[config.mk]
export PLATFORM = sky130hd
export DESIGN_NAME = tile_chimney_flat
export DESIGN_NICKNAME = d
export VERILOG_FILES = /design/src/design/mem_tile_pkg.sv /design/src/design/mem_port_if.sv /design/src/design/tile_chimney.sv /design/src/flat_wrapper.sv
export VERILOG_INCLUDE_DIRS = /design/src /design/src/design
export SDC_FILE = /design/constraint.sdc
export NUM_CORES = 1
export LEC_CHECK = 0
export BUFFER_PORTS_ARGS = -buffer_cell sky130_fd_sc_hd__buf_2
export CORE_AREA = 2 2 101 103
export DETAILED_ROUTE_END_ITERATION = 12
export DIE_AREA = 0 0 103 105
export PLACE_DENSITY_LB_ADDON = 0.2
export SYNTH_ARGS = -nofsm -noshare
export SYNTH_HDL_FRONTEND = slang
export SYNTH_SLANG_ARGS = --single-unit
export TNS_END_PERCENT = 100
[constraint.sdc]
create_clock -name clk_i -period 5.1 [get_ports clk_i]
set_input_delay 0.765 -clock clk_i [delete_from_list [all_inputs] [get_ports clk_i]]
set_output_delay 0.765 -clock clk_i [all_outputs]
set_load 0.03 [all_outputs]
[src/design/mem_tile_defines.svh]
/*
 * Widths and sizes of the memory tile.
 * MT_SRAM_WORDS and MT_BANK_ROWS must be powers of two, since the
 * address is split into byte offset, word index and macro select.
 */
`ifndef MEM_TILE_DEFINES_SVH
`define MEM_TILE_DEFINES_SVH

// Packet fields
`define MT_ADDR_W 16
`define MT_DATA_W 32
`define MT_ID_W 4
`define MT_TXN_W 4

// Storage
`define MT_SRAM_WORDS 256
`define MT_BANK_ROWS 4

// Response buffer entries
`define MT_RSP_DEPTH 2

`endif

[src/design/mem_tile_pkg.sv]
/*
 * Packet formats of the tile's local network port.
 * Every request and every response is a single flit.
 */
`include "mem_tile_defines.svh"

package mem_tile_pkg;

  typedef enum logic [2:0] {
    OP_READ     = 3'd0,
    OP_WRITE    = 3'd1,
    OP_AMO_ADD  = 3'd2,
    OP_AMO_SWAP = 3'd3,
    OP_LR       = 3'd4,
    OP_SC       = 3'd5
  } mt_opcode_e;

  typedef enum logic [1:0] {
    ST_OK       = 2'd0,
    ST_BAD_DEST = 2'd1,
    ST_BAD_ADDR = 2'd2
  } mt_status_e;

  typedef struct packed {
    mt_opcode_e                opcode;
    logic [`MT_ID_W-1:0]       dst_id;
    logic [`MT_ID_W-1:0]       src_id;
    logic [`MT_TXN_W-1:0]      txn_id;
    logic [`MT_ADDR_W-1:0]     addr;
    logic [`MT_DATA_W-1:0]     wdata;
    logic [`MT_DATA_W/8-1:0]   be;
  } mt_req_pkt_t;

  // dst_id is the requester
  typedef struct packed {
    logic [`MT_ID_W-1:0]  dst_id;
    logic [`MT_TXN_W-1:0] txn_id;
    mt_status_e           status;
    logic [`MT_DATA_W-1:0] rdata;
  } mt_rsp_pkt_t;

endpackage

[src/design/mem_port_if.sv]
/*
 * Word-level memory access between tile blocks.
 * req is a single-cycle strobe, there is no grant.
 * op and src only carry meaning between chimney and resolver.
 */
`timescale 1ns/1ps
`include "mem_tile_defines.svh"

interface mem_port_if;
  import mem_tile_pkg::*;

  logic                    req;
  logic                    we;
  logic [`MT_ADDR_W-1:0]   addr;
  logic [`MT_DATA_W-1:0]   wdata;
  logic [`MT_DATA_W/8-1:0] be;
  mt_opcode_e              op;
  logic [`MT_ID_W-1:0]     src;
  logic                    rvalid;
  logic [`MT_DATA_W-1:0]   rdata;

  modport mgr (output req, we, addr, wdata, be, op, src, input rvalid, rdata);
  modport sbr (input req, we, addr, wdata, be, op, src, output rvalid, rdata);

endinterface

[src/design/tile_chimney.sv]
/*
 * Network interface of the memory tile.
 * At most one memory access is in flight; rejected packets
 * bypass the resolver but keep their place in the response order.
 */
`timescale 1ns/1ps
`include "mem_tile_defines.svh"

module tile_chimney (
  input  logic                      clk_i,
  input  logic                      rst_n_i,
  input  logic [`MT_ID_W-1:0]       id_i,
  input  logic                      req_valid_i,
  output logic                      req_ready_o,
  input  mem_tile_pkg::mt_req_pkt_t req_pkt_i,
  output logic                      rsp_valid_o,
  input  logic                      rsp_ready_i,
  output mem_tile_pkg::mt_rsp_pkt_t rsp_pkt_o,
  mem_port_if.mgr                   mem
);
  import mem_tile_pkg::*;

  localparam int unsigned DEPTH   = `MT_RSP_DEPTH;
  localparam int unsigned PTR_W   = (DEPTH > 1) ? $clog2(DEPTH) : 1;
  localparam int unsigned TILE_AW = $clog2(`MT_DATA_W/8) + $clog2(`MT_SRAM_WORDS) +
                                    $clog2(`MT_BANK_ROWS);

  mt_status_e       chk_status;
  logic             rejected;
  logic             full;
  logic             accept;
  logic             issue;
  logic             pop;
  logic             busy_q;
  logic [PTR_W-1:0] wr_ptr_q;
  logic [PTR_W-1:0] rd_ptr_q;
  logic [PTR_W-1:0] pend_ptr_q;
  logic [PTR_W:0]   count_q;
  logic [DEPTH-1:0] done_q;
  mt_rsp_pkt_t      entry_q [DEPTH];

  function automatic logic [PTR_W-1:0] ptr_next(input logic [PTR_W-1:0] ptr);
    ptr_next = (ptr == PTR_W'(DEPTH - 1)) ? '0 : ptr + 1'b1;
  endfunction

  // Destination is checked before the address range
  always_comb begin
    if (req_pkt_i.dst_id != id_i) begin
      chk_status = ST_BAD_DEST;
    end else if (req_pkt_i.addr[`MT_ADDR_W-1:TILE_AW] != '0) begin
      chk_status = ST_BAD_ADDR;
    end else begin
      chk_status = ST_OK;
    end
  end

  assign rejected    = (chk_status != ST_OK);
  assign full        = (count_q == (PTR_W+1)'(DEPTH));
  // Accesses also wait for the resolver, rejects need only a slot
  assign req_ready_o = !full && (rejected || !busy_q);
  assign accept      = req_valid_i && req_ready_o;
  assign issue       = accept && !rejected;

  assign mem.req   = issue;
  assign mem.we    = (req_pkt_i.opcode == OP_WRITE) || (req_pkt_i.opcode == OP_SC);
  assign mem.addr  = req_pkt_i.addr;
  assign mem.wdata = req_pkt_i.wdata;
  assign mem.be    = req_pkt_i.be;
  assign mem.op    = req_pkt_i.opcode;
  assign mem.src   = req_pkt_i.src_id;

  ////////////////////////////////////////
  // Response buffer
  ////////////////////////////////////////

  assign rsp_valid_o = (count_q != '0) && done_q[rd_ptr_q];
  assign rsp_pkt_o   = entry_q[rd_ptr_q];
  assign pop         = rsp_valid_o && rsp_ready_i;

  always_ff @(posedge clk_i or negedge rst_n_i) begin
    if (!rst_n_i) begin
      wr_ptr_q   <= '0;
      rd_ptr_q   <= '0;
      pend_ptr_q <= '0;
      count_q    <= '0;
      done_q     <= '0;
      busy_q     <= 1'b0;
    end else begin
      if (accept) begin
        wr_ptr_q         <= ptr_next(wr_ptr_q);
        done_q[wr_ptr_q] <= rejected;
      end
      if (issue) begin
        busy_q     <= 1'b1;
        pend_ptr_q <= wr_ptr_q;
      end else if (mem.rvalid) begin
        busy_q <= 1'b0;
      end
      if (mem.rvalid) begin
        done_q[pend_ptr_q] <= 1'b1;
      end
      if (pop) begin
        rd_ptr_q <= ptr_next(rd_ptr_q);
      end
      if (accept && !pop) begin
        count_q <= count_q + 1'b1;
      end else if (pop && !accept) begin
        count_q <= count_q - 1'b1;
      end
    end
  end

  always_ff @(posedge clk_i) begin
    if (accept) begin
      entry_q[wr_ptr_q] <= '{dst_id: req_pkt_i.src_id, txn_id: req_pkt_i.txn_id,
                             status: chk_status, rdata: '0};
    end
    // Read data joins the header reserved at issue time
    if (mem.rvalid) begin
      entry_q[pend_ptr_q].rdata <= mem.rdata;
    end
  end

  a_rsp_stable: assert property (@(posedge clk_i) disable iff (!rst_n_i)
    rsp_valid_o && !rsp_ready_i |=> rsp_valid_o && $stable(rsp_pkt_o));

endmodule

[src/flat_wrapper.sv]
// flat-port wrapper written by rule: the top's interface ports become plain ports
module tile_chimney_flat import mem_tile_pkg::*;
  (clk_i, rst_n_i, id_i, req_valid_i, req_ready_o, req_pkt_i, rsp_valid_o, rsp_ready_i, rsp_pkt_o, mem_req, mem_we, mem_addr, mem_wdata, mem_be, mem_op, mem_src, mem_rvalid, mem_rdata);
  mem_port_if mem_i ();
  input  logic clk_i;
  input  logic rst_n_i;
  input  logic [`MT_ID_W-1:0] id_i;
  input  logic req_valid_i;
  output logic req_ready_o;
  input  mem_tile_pkg::mt_req_pkt_t req_pkt_i;
  output logic rsp_valid_o;
  input  logic rsp_ready_i;
  output mem_tile_pkg::mt_rsp_pkt_t rsp_pkt_o;
  output wire logic [$bits(mem_i.req)-1:0] mem_req;
  output wire logic [$bits(mem_i.we)-1:0] mem_we;
  output wire logic [$bits(mem_i.addr)-1:0] mem_addr;
  output wire logic [$bits(mem_i.wdata)-1:0] mem_wdata;
  output wire logic [$bits(mem_i.be)-1:0] mem_be;
  output wire logic [$bits(mem_i.op)-1:0] mem_op;
  output wire logic [$bits(mem_i.src)-1:0] mem_src;
  input wire logic [$bits(mem_i.rvalid)-1:0] mem_rvalid;
  input wire logic [$bits(mem_i.rdata)-1:0] mem_rdata;
  assign mem_req = mem_i.req;
  assign mem_we = mem_i.we;
  assign mem_addr = mem_i.addr;
  assign mem_wdata = mem_i.wdata;
  assign mem_be = mem_i.be;
  assign mem_op = mem_i.op;
  assign mem_src = mem_i.src;
  assign mem_i.rvalid = mem_rvalid;
  assign mem_i.rdata = mem_rdata;
  tile_chimney u_core (.clk_i(clk_i), .rst_n_i(rst_n_i), .id_i(id_i), .req_valid_i(req_valid_i), .req_ready_o(req_ready_o), .req_pkt_i(req_pkt_i), .rsp_valid_o(rsp_valid_o), .rsp_ready_i(rsp_ready_i), .rsp_pkt_o(rsp_pkt_o), .mem(mem_i));
endmodule
==> out/results.ini <==
[grt]
grt_usage=0.184
grt_pass1_vias=2517
grt_pass1_wl_mm=14.4
grt_max_degree=45
antenna_found_initial=0
overflow=0

[route]
drtAntennaViolNets=0
routed_wl_mm=9.77
drt-initial-drc-count=149
vias=2503
post_drt_wl_per_cell_um=19.2
routed_via_density=4.93
drc=0
dr.pass1.iters=4

[worst_setup_path]
cpPeakStageDelay_ps=1090
arrival_ps=2100
crit_type=register to output port
slowest_stage=dfrtp_2
worstPathRequired_ps=4340
startpoint_type=register
worstPathMaxFanout=44
path_cells=mux2_2 > buf_2
endpoint_kind=output port

[timing]
setup-tns-final_ps=0
hold_viol=0
setup_viol=0
period_share=0.561
max_freq_ghz=0.350
min_period_ps=2860
final_max_slew_viol_count=0
rsz0062_at_grt=no
tightest_slew_ps=1150
clock-skew-final_ps=13.8
max_slew_margin=0.236

[logic_synthesis]
synthDistinctLibCells=31
synth_area_leader_cell=edfxtp_1
synth_top_family_by_area=simple AND/OR/NAND/NOR gates
synth-seq-area-share=0.617
synth-seq-cells=92
yosys-top-cells-area=edfxtp_1 57%, mux2_2 11%, buf_4 10%
yosysTopAreaCellShare=0.572
netlist_area_sq_um=4410
yosys_warnings=0
syn_inst=315
synth_compound_area_frac=0.0142
synth.avg_cell_area_sq_um=14.0
synthMuxAreaShare=0.113
synth_xor_area_frac=0.0179
synth-simple-area-share=0.121
synth_nets=424
synth_fa_ha_area_frac=0.00284

[placed_design]
dpl.hpwl_mm=6.52
gp_congestion=0.766
io_buffers=114

[clock_network]
clk_pin_slew_ps=90
cts_tree=built
root_buffer=clkbuf_8
cts.htree.levels=3
post_cts_resized=0
cts_buffers=9
holdBufCountCts=0
clkLatencyLatePin_ps=360
postCtsSetupRepairBufs=0
cts.sinks=92
clk_path_buf_depth=2

[layout]
layout_common_cells=114 x buf_2, 84 x edfxtp_1, 42 x mux2_2
areaGrowthSynthToFinish_pct=11.0
nNetsFinal=479
final_common_cell=buf_2
drive_above_1_share=0.485
n_antenna_cell=0
fill_cells=871
final_util=0.508

[power]
p_leak_nw=2.07
pwr_density_cell_nw_per_um2=527
total_power_w=0.00258
ir_worst_vdd_v=0.000212

[die]
rows=36
die_area_sq_um=10800
initial_utilization=0.458
coreArea_sq_um=9640
die_w_um=103
die_y_um=105
ios=213

[flow_run]
drv_cap=0

[min_path]
hold_path.class=input port to asynchronous set/reset pin

[status]
status=finished clean

[final timing paths]
path / from / to / slack (ps) / cells after the start
max in group asynchronous: rst_n_i / u_core.count_q[0] / 4690 / 1
min reg2reg: u_core.count_q[1] / u_core.count_q[1] / 500 / 1
min: rst_n_i / u_core.rd_ptr_q / 230 / 1
max reg2reg: u_core.pend_ptr_q / u_core.entry_q[1][18] / 2810 / 3
min in group clk_i: u_core.count_q[1] / u_core.count_q[1] / 500 / 1
max: u_core.rd_ptr_q / rsp_pkt_o[17] / 2240 / 2
[state kept, by name, summed over array words and instances, names as in the netlist]
| register | cells |
|---|---|
| u_core.wr_ptr_q | 1 |
| u_core.done_q | 2 |
| u_core.pend_ptr_q | 1 |
| u_core.count_q | 2 |
| u_core.busy_q | 1 |
| u_core.rd_ptr_q | 1 |
| u_core.entry_q | 84 |
[logic make-up (layout without fill, tap and decap cells)]
| group | Yosys count | count (layout) |
|---|---|---|
| XOR/XNOR | 9 | 9 |
| flip-flops | 92 | 92 |
| adder cells (fa/ha/maj) | 1 | 1 |
| buffers and inverters | 75 | 135 |
| multiplexers | 44 | 44 |
| AO/OA/AOI/OAI | 9 | 9 |
| AND/OR/NAND/NOR | 85 | 85 |
[per-layer routing]
layer	wire length [um]	part of all wire	track usage
met5	0	0	0
met4	280	0.029	0.0921
met3	646	0.066	0.0508
met2	5160	0.53	0.314
met1	3680	0.38	0.207
[power by group]
part | switching, W | leakage, nW | internal (W)
registers | 0.000131 | 0.919 | 0.00102
clock network | 0.000247 | 0.104 | 0.000236
logic | 0.000595 | 1.05 | 0.000354
[synthesized netlist by cell type]
cell type and number:
a21o_2 1, and2_1 32, and3_1 32, buf_1 2
buf_2 2, buf_4 59, clkbuf_1 10, dfrtp_1 8
edfxtp_1 84, ha_1 1, inv_1 2, mux2_2 42
mux2_4 1, mux2i_1 1, nand2_1 4, nand2b_1 2
nand3_1 1, nand4_4 1, nor2_1 9, nor2b_1 1
nor4_1 1, nor4_4 1, o211ai_1 1, o21a_1 1
o21ai_0 3, o21bai_1 1, o311ai_0 1, o31ai_1 1
or4_4 1, xnor2_1 7, xor2_1 2
[metrics by stage]
stage	hold slack (ps)	instances	cell area (sq um)	worst slack, ps
global route	226	508	4900	2100
global placement	489	492	4700	2350
finish	228	508	4900	2240
CTS	218	508	4900	2200
detailed placement	486	492	4700	2350
floorplan	465	315	4410	1130
[area by class of cell]
cell class / instances / area (sq um) / area share
sequential: 92 / 2720 / 0.556
multi-input combinational: 148 / 1210 / 0.247
timing repair buffer: 117 / 593 / 0.121
clock buffer: 13 / 181 / 0.0370
tap: 133 / 166 / 0.0340
clock inverter: 3 / 16.3 / 0.00332
inverter: 2 / 7.51 / 0.00153
[worst max-delay path, delay by kind of cell, from the launching register on]
family,cells,cell delay (ps)
flops,1,1090
mux,1,430
buf+inv,1,180
No activity file was read; power rests on OpenSTA's default activity.
