**config.mk**
```make
export PLATFORM = sky130hd
export DESIGN_NAME = atop_resolver_flat
export DESIGN_NICKNAME = d
export VERILOG_FILES = /design/src/design/mem_tile_pkg.sv /design/src/design/mem_port_if.sv /design/src/design/atop_resolver.sv /design/src/flat_wrapper.sv
export VERILOG_INCLUDE_DIRS = /design/src /design/src/design
export SDC_FILE = /design/constraint.sdc
export NUM_CORES = 1
export LEC_CHECK = 0
export ABC_AREA = 1
export CAP_MARGIN = 20
export CORE_AREA = 2 2 105 147
export CTS_CLUSTER_SIZE = 28
export DETAILED_ROUTE_END_ITERATION = 10
export DIE_AREA = 0 0 107 149
export DONT_BUFFER_PORTS = 1
export HOLD_SLACK_MARGIN = 0.08
export PLACE_DENSITY_LB_ADDON = 0.15
export SYNTH_ARGS = -nofsm -noshare
export SYNTH_HDL_FRONTEND = slang
export SYNTH_SLANG_ARGS = --single-unit
```
**constraint.sdc**
```tcl
create_clock -name clk_i -period 2.8 [get_ports clk_i]
set_input_delay 0.42 -clock clk_i [delete_from_list [all_inputs] [get_ports clk_i]]
set_output_delay 0.42 -clock clk_i [all_outputs]
set_load 0.01 [all_outputs]
```
**src/design/mem_tile_defines.svh**
```systemverilog
/*
 * Widths and sizes of the memory tile.
 * MT_SRAM_WORDS and MT_BANK_ROWS must be powers of two, since the
 * address is split into byte offset, word index and macro select.
 */
`ifndef MEM_TILE_DEFINES_SVH
`define MEM_TILE_DEFINES_SVH

// Packet fields
`define MT_ADDR_W 16
`define MT_DATA_W 32
`define MT_ID_W 4
`define MT_TXN_W 4

// Storage
`define MT_SRAM_WORDS 256
`define MT_BANK_ROWS 4

// Response buffer entries
`define MT_RSP_DEPTH 2

`endif

```
**src/design/mem_tile_pkg.sv**
```systemverilog
/*
 * Packet formats of the tile's local network port.
 * Every request and every response is a single flit.
 */
`include "mem_tile_defines.svh"

package mem_tile_pkg;

  typedef enum logic [2:0] {
    OP_READ     = 3'd0,
    OP_WRITE    = 3'd1,
    OP_AMO_ADD  = 3'd2,
    OP_AMO_SWAP = 3'd3,
    OP_LR       = 3'd4,
    OP_SC       = 3'd5
  } mt_opcode_e;

  typedef enum logic [1:0] {
    ST_OK       = 2'd0,
    ST_BAD_DEST = 2'd1,
    ST_BAD_ADDR = 2'd2
  } mt_status_e;

  typedef struct packed {
    mt_opcode_e                opcode;
    logic [`MT_ID_W-1:0]       dst_id;
    logic [`MT_ID_W-1:0]       src_id;
    logic [`MT_TXN_W-1:0]      txn_id;
    logic [`MT_ADDR_W-1:0]     addr;
    logic [`MT_DATA_W-1:0]     wdata;
    logic [`MT_DATA_W/8-1:0]   be;
  } mt_req_pkt_t;

  // dst_id is the requester
  typedef struct packed {
    logic [`MT_ID_W-1:0]  dst_id;
    logic [`MT_TXN_W-1:0] txn_id;
    mt_status_e           status;
    logic [`MT_DATA_W-1:0] rdata;
  } mt_rsp_pkt_t;

endpackage

```
**src/design/mem_port_if.sv**
```systemverilog
/*
 * Word-level memory access between tile blocks.
 * req is a single-cycle strobe, there is no grant.
 * op and src only carry meaning between chimney and resolver.
 */
`timescale 1ns/1ps
`include "mem_tile_defines.svh"

interface mem_port_if;
  import mem_tile_pkg::*;

  logic                    req;
  logic                    we;
  logic [`MT_ADDR_W-1:0]   addr;
  logic [`MT_DATA_W-1:0]   wdata;
  logic [`MT_DATA_W/8-1:0] be;
  mt_opcode_e              op;
  logic [`MT_ID_W-1:0]     src;
  logic                    rvalid;
  logic [`MT_DATA_W-1:0]   rdata;

  modport mgr (output req, we, addr, wdata, be, op, src, input rvalid, rdata);
  modport sbr (input req, we, addr, wdata, be, op, src, output rvalid, rdata);

endinterface

```
**src/design/atop_resolver.sv**
```systemverilog
/*
 * Atomic and LR/SC sequencer in front of the SRAM row.
 * One operation at a time; a single reservation is tracked.
 * SC returns 0 on success and 1 on failure.
 */
`timescale 1ns/1ps
`include "mem_tile_defines.svh"

module atop_resolver (
  input logic     clk_i,
  input logic     rst_n_i,
  mem_port_if.sbr ni,
  mem_port_if.mgr mem
);
  import mem_tile_pkg::*;

  localparam int unsigned WORD_LSB = $clog2(`MT_DATA_W/8);
  localparam int unsigned WADDR_W  = `MT_ADDR_W - WORD_LSB;

  typedef enum logic [1:0] {
    IDLE,
    RD_WAIT,
    AMO_WRITE
  } state_e;

  state_e                state_q;
  state_e                state_d;
  mt_opcode_e            op_q;
  logic [`MT_ADDR_W-1:0] addr_q;
  logic [`MT_DATA_W-1:0] wdata_q;
  logic [`MT_DATA_W-1:0] hold_q;
  logic [`MT_DATA_W-1:0] amo_wdata;
  logic                  is_amo_q;
  logic                  is_store_q;
  logic                  res_valid_q;
  logic [WADDR_W-1:0]    res_addr_q;
  logic [`MT_ID_W-1:0]   res_src_q;
  logic                  res_hit;
  logic                  sc_ok;

  assign res_hit    = res_valid_q && (res_addr_q == ni.addr[`MT_ADDR_W-1:WORD_LSB]);
  assign sc_ok      = res_hit && (res_src_q == ni.src);
  assign is_amo_q   = (op_q == OP_AMO_ADD) || (op_q == OP_AMO_SWAP);
  assign is_store_q = (op_q == OP_WRITE) || (op_q == OP_SC);
  // Old word sits in hold_q during the write phase
  assign amo_wdata  = (op_q == OP_AMO_ADD) ? hold_q + wdata_q : wdata_q;

  always_comb begin
    state_d   = state_q;
    mem.req   = 1'b0;
    mem.we    = ni.we;
    mem.addr  = ni.addr;
    mem.wdata = ni.wdata;
    mem.be    = ni.be;
    mem.op    = ni.we ? OP_WRITE : OP_READ;
    mem.src   = ni.src;
    ni.rvalid = 1'b0;
    ni.rdata  = hold_q;
    unique case (state_q)
      IDLE: begin
        if (ni.req) begin
          // A failing SC leaves memory untouched
          mem.req = (ni.op != OP_SC) || sc_ok;
          state_d = RD_WAIT;
        end
      end
      RD_WAIT: begin
        if (is_amo_q) begin
          state_d = AMO_WRITE;
        end else begin
          ni.rvalid = 1'b1;
          if (!is_store_q) begin
            ni.rdata = mem.rdata;
          end
          state_d = IDLE;
        end
      end
      AMO_WRITE: begin
        mem.req   = 1'b1;
        mem.we    = 1'b1;
        mem.addr  = addr_q;
        mem.wdata = amo_wdata;
        mem.be    = '1;
        mem.op    = OP_WRITE;
        ni.rvalid = 1'b1;
        state_d   = IDLE;
      end
      default: state_d = IDLE;
    endcase
  end

  ////////////////////////////////////////
  // State and reservation
  ////////////////////////////////////////

  always_ff @(posedge clk_i or negedge rst_n_i) begin
    if (!rst_n_i) begin
      state_q     <= IDLE;
      res_valid_q <= 1'b0;
      res_addr_q  <= '0;
      res_src_q   <= '0;
    end else begin
      state_q <= state_d;
      if (ni.req) begin
        if (ni.op == OP_LR) begin
          res_valid_q <= 1'b1;
          res_addr_q  <= ni.addr[`MT_ADDR_W-1:WORD_LSB];
          res_src_q   <= ni.src;
        end else if (ni.op == OP_SC) begin
          res_valid_q <= 1'b0;
        end else if (res_hit && (ni.op inside {OP_WRITE, OP_AMO_ADD, OP_AMO_SWAP})) begin
          res_valid_q <= 1'b0;
        end
      end
    end
  end

  always_ff @(posedge clk_i) begin
    if (ni.req) begin
      op_q    <= ni.op;
      addr_q  <= ni.addr;
      wdata_q <= ni.wdata;
      // Stores answer 0, a failing SC answers 1
      hold_q  <= ((ni.op == OP_SC) && !sc_ok) ? `MT_DATA_W'(1) : '0;
    end else if ((state_q == RD_WAIT) && mem.rvalid) begin
      hold_q <= mem.rdata;
    end
  end

  a_no_req_busy: assert property (@(posedge clk_i) disable iff (!rst_n_i)
    ni.req |-> state_q == IDLE);

endmodule

```
**src/flat_wrapper.sv**
```systemverilog
// flat-port wrapper written by rule: the top's interface ports become plain ports
module atop_resolver_flat import mem_tile_pkg::*;
  (clk_i, rst_n_i, ni_req, ni_we, ni_addr, ni_wdata, ni_be, ni_op, ni_src, ni_rvalid, ni_rdata, mem_req, mem_we, mem_addr, mem_wdata, mem_be, mem_op, mem_src, mem_rvalid, mem_rdata);
  mem_port_if ni_i ();
  mem_port_if mem_i ();
  input logic clk_i;
  input logic rst_n_i;
  input wire logic [$bits(ni_i.req)-1:0] ni_req;
  input wire logic [$bits(ni_i.we)-1:0] ni_we;
  input wire logic [$bits(ni_i.addr)-1:0] ni_addr;
  input wire logic [$bits(ni_i.wdata)-1:0] ni_wdata;
  input wire logic [$bits(ni_i.be)-1:0] ni_be;
  input wire logic [$bits(ni_i.op)-1:0] ni_op;
  input wire logic [$bits(ni_i.src)-1:0] ni_src;
  output wire logic [$bits(ni_i.rvalid)-1:0] ni_rvalid;
  output wire logic [$bits(ni_i.rdata)-1:0] ni_rdata;
  output wire logic [$bits(mem_i.req)-1:0] mem_req;
  output wire logic [$bits(mem_i.we)-1:0] mem_we;
  output wire logic [$bits(mem_i.addr)-1:0] mem_addr;
  output wire logic [$bits(mem_i.wdata)-1:0] mem_wdata;
  output wire logic [$bits(mem_i.be)-1:0] mem_be;
  output wire logic [$bits(mem_i.op)-1:0] mem_op;
  output wire logic [$bits(mem_i.src)-1:0] mem_src;
  input wire logic [$bits(mem_i.rvalid)-1:0] mem_rvalid;
  input wire logic [$bits(mem_i.rdata)-1:0] mem_rdata;
  assign ni_i.req = ni_req;
  assign ni_i.we = ni_we;
  assign ni_i.addr = ni_addr;
  assign ni_i.wdata = ni_wdata;
  assign ni_i.be = ni_be;
  assign ni_i.op = ni_op;
  assign ni_i.src = ni_src;
  assign ni_rvalid = ni_i.rvalid;
  assign ni_rdata = ni_i.rdata;
  assign mem_req = mem_i.req;
  assign mem_we = mem_i.we;
  assign mem_addr = mem_i.addr;
  assign mem_wdata = mem_i.wdata;
  assign mem_be = mem_i.be;
  assign mem_op = mem_i.op;
  assign mem_src = mem_i.src;
  assign mem_i.rvalid = mem_rvalid;
  assign mem_i.rdata = mem_rdata;
  atop_resolver u_core (.clk_i(clk_i), .rst_n_i(rst_n_i), .ni(ni_i), .mem(mem_i));
endmodule
```
==> metrics.txt <==
Tot Pwr between 0.005 and 0.006 W; CP max FO 4; largest net degree at the start of global routing 87; Primary FF master, synth edfxtp_1; clock tree sinks 104; Final min period 2.742 ns; layout cell share with drive strength beyond 1 0.1204; mapped cell area 0.007576 mm²; total track usage 0.2515; DR iter-0 viols 291; Syn-to-layout area delta 11.86%; crit path capture type primary output; wl on met1 7996 µm; post-DP HPWL 15730 µm; fillers approximately 1.4k; maximum clock frequency roughly 360 MHz; Final ANT Viol Nets 0; DIE WIDTH 107 µm; total CTS buffers 9; Syn Area/Cell 7.134 µm²; vias in the first global route about 6.1k; worst min-delay path category input pin to flop; first-pass GRT wire length 31230 µm; setup ws final 0.05765 ns; routed vias/inst 5.158; met2 routed WL roughly 11000 µm; WS Path Type flop to primary output; final worst-path cycle share 0.9794; worst endpoint required time 2.38 ns; max layer used met4; Post-synth EDFFs slightly above 80; DRC errors left 0; Min Hold Slack 0.1585 ns; CP startpoint kind flop; insertion delay to the later sink of the worst-skew pair around 0.35 ns; max-slew violation count 0; crit path DAT 2.32 ns; Final #Nets ~1.2k; clk buf depth 2; dpl ws 0.2192 ns; TritonCTS clock tree done; status complete, no violations; initial antenna violation count 0; Root Buffer clkbuf_16; final hold viol count 0; largest area contributor in the netlist edfxtp_1; Core Region 0.01479 mm²; VDD IR max 0.3345 mV; PwrDens 614.7 mW/mm²; setup violators final 0; sequential share of the synthesized area 0.3983; Vias approximately 6.5k; Reg2Reg Setup Slack 0.92 ns; Synth area leaders edfxtp_1, nand2_1, inv_1, dfrtp_1, ha_1; Synth top cells by count nand2_1, inv_1, edfxtp_1, nor2_1, o21ai_0; Yosys Warn Count 0; top cell type's share of synthesized area 0.3290; FF+latch area 0.003018 mm²; Starting Density 0.5123; die area 0.01594 mm²; clock skew roughly 0.0077 ns; DIE HEIGHT 149 µm; Pleak 4.103 nW; area taken by multi-input logic gates 0.004049 mm²; Ports 190; routed len/inst 16.18 µm; Mapped Cells between 1k and 1.5k; RSZ-0062 raised after global routing yes; Max-slew headroom 0.5052; number of max-cap violations 0; total gr overflow 0; H-tree Lvls 3; Yosys cell types 38; Setup TNS 0 ns; Clock transition at path regs 0.08 ns; count leader, synth nand2_1; asr flop ratio synth 0.2019; IO buf count 0; gpl congestion between 0.9 and 1; final WL 20310 µm; # diodes 0; DRT Pass-1 Iters 5; flops & latches, synth about 100; metal3 WL 1113 µm; Worst Tran Pin Value roughly 0.74 ns; Rows 53
-- worst max-delay path: stages, from the launching register on --
cell	delay (ns)
edfxtp_1	0.44
ha_4	0.20
fa_2	0.42
nand3_1	0.11
nand3_2	0.10
nand2_1	0.09
nand2_2	0.11
xnor2_1	0.22
nand2_1	0.09
o211ai_1	0.08
nand2_1	0.12
-- sequential cells by signal (all words and copies together) (netlist names) --
register / count
u_core.res_addr_q: 14
u_core.wdata_q: 32
u_core.hold_q: 32
u_core.op_q: 3
u_core.res_src_q: 4
u_core.state_q: 2
u_core.addr_q: 16
u_core.res_valid_q: 1
-- cell type report --
| type | count | share of cell area |
|---|---|---|
| Clock buffer | 12 | 0.03411 |
| Clock inverter | 4 | 0.004429 |
| Inverter | 170 | 0.07530 |
| Multi-Input combinational cell | 754 | 0.4778 |
| Sequential cell | 104 | 0.3561 |
| Tap cell | 192 | 0.02835 |
| Timing Repair Buffer | 19 | 0.02392 |
-- logic make-up (layout without fill, tap and decap cells) --
kind of cell    count (synthesis)  count (layout)  share of synthesized area
buf+inv                       205             205                     0.1067
fa+ha+maj                      35              35                    0.05879
other cells                     1               2                  0.0004950
simple gates                  552             552                     0.3009
mux                             5               5                   0.007431
flops                         104             104                     0.3983
xor+xnor                       25              25                    0.02890
compound gates                135             135                    0.09843
-- layer usage --
metal,global-route usage,vias to the layer above
met2,0.4675,148
met3,0.05679,17
met5,0,-
met4,0.06494,0
li1,-,3335
met1,0.2887,2973
-- stage by stage --
stage | util | std cells | cell area [µm²]
2_1_floorplan | - | 1063 | 7580
3_3_place_gp | 0.5263 | 1230 | 7782
3_5_place_dp | 0.5263 | 1230 | 7782
4_1_cts | 0.5496 | 1247 | 8128
5_1_grt | 0.5731 | 1255 | 8474
6_report | 0.5731 | 1255 | 8474
-- path summary, 6_finish.rpt --
| check | start | endpoint | cells past startpoint |
|---|---|---|---|
| worst min-delay path | ni_wdata[10] | u_core.wdata_q[10] | 0 |
| max in group asynchronous | rst_n_i | u_core.res_addr_q[4] | 2 |
| min in group asynchronous | rst_n_i | u_core.res_addr_q[0] | 1 |
| worst min register to register | u_core.res_addr_q[5] | u_core.res_addr_q[5] | 2 |
| worst max-delay path | u_core.wdata_q[0] | mem_wdata[8] | 10 |
| worst max register to register | u_core.state_q[1] | u_core.hold_q[9] | 5 |
-- report_power, final --
| group | switching, W | leakage (nW) | internal, W |
|---|---|---|---|
| combinational | 0.00118 | 2.85 | 0.000646 |
| clock | 0.000614 | 0.162 | 0.000751 |
| sequential | 0.000139 | 1.09 | 0.00188 |
-- cell usage in the layout, fill, tap and decap left out, types with 4 or more instances in the layout --
cell and count:
edfxtp_1 83, nand4_1 4, a21oi_1 25, xor2_1 10
mux2_2 4, dfrtp_1 21, xnor2_1 15, clkbuf_16 11
nand3_2 9, o21ai_1 5, nand2_2 21, ha_1 12
o21ai_0 72, nand3_1 49, buf_4 13, buf_12 4
inv_1 160, ha_4 15, o21a_1 14, nand2_1 364
nor2_2 10, nor2_1 78, ha_2 7, o211ai_1 5
or2_2 9, inv_2 8
-- what timing repair did --
action                     CTS  global route
setup buffers                0             7
pin swaps                    0             5
hold buffers                 1             0
resized for setup            3            49
hold endpoints to repair    21             0
setup endpoints to repair    8            19
Power figures use the tool's default switching activity.
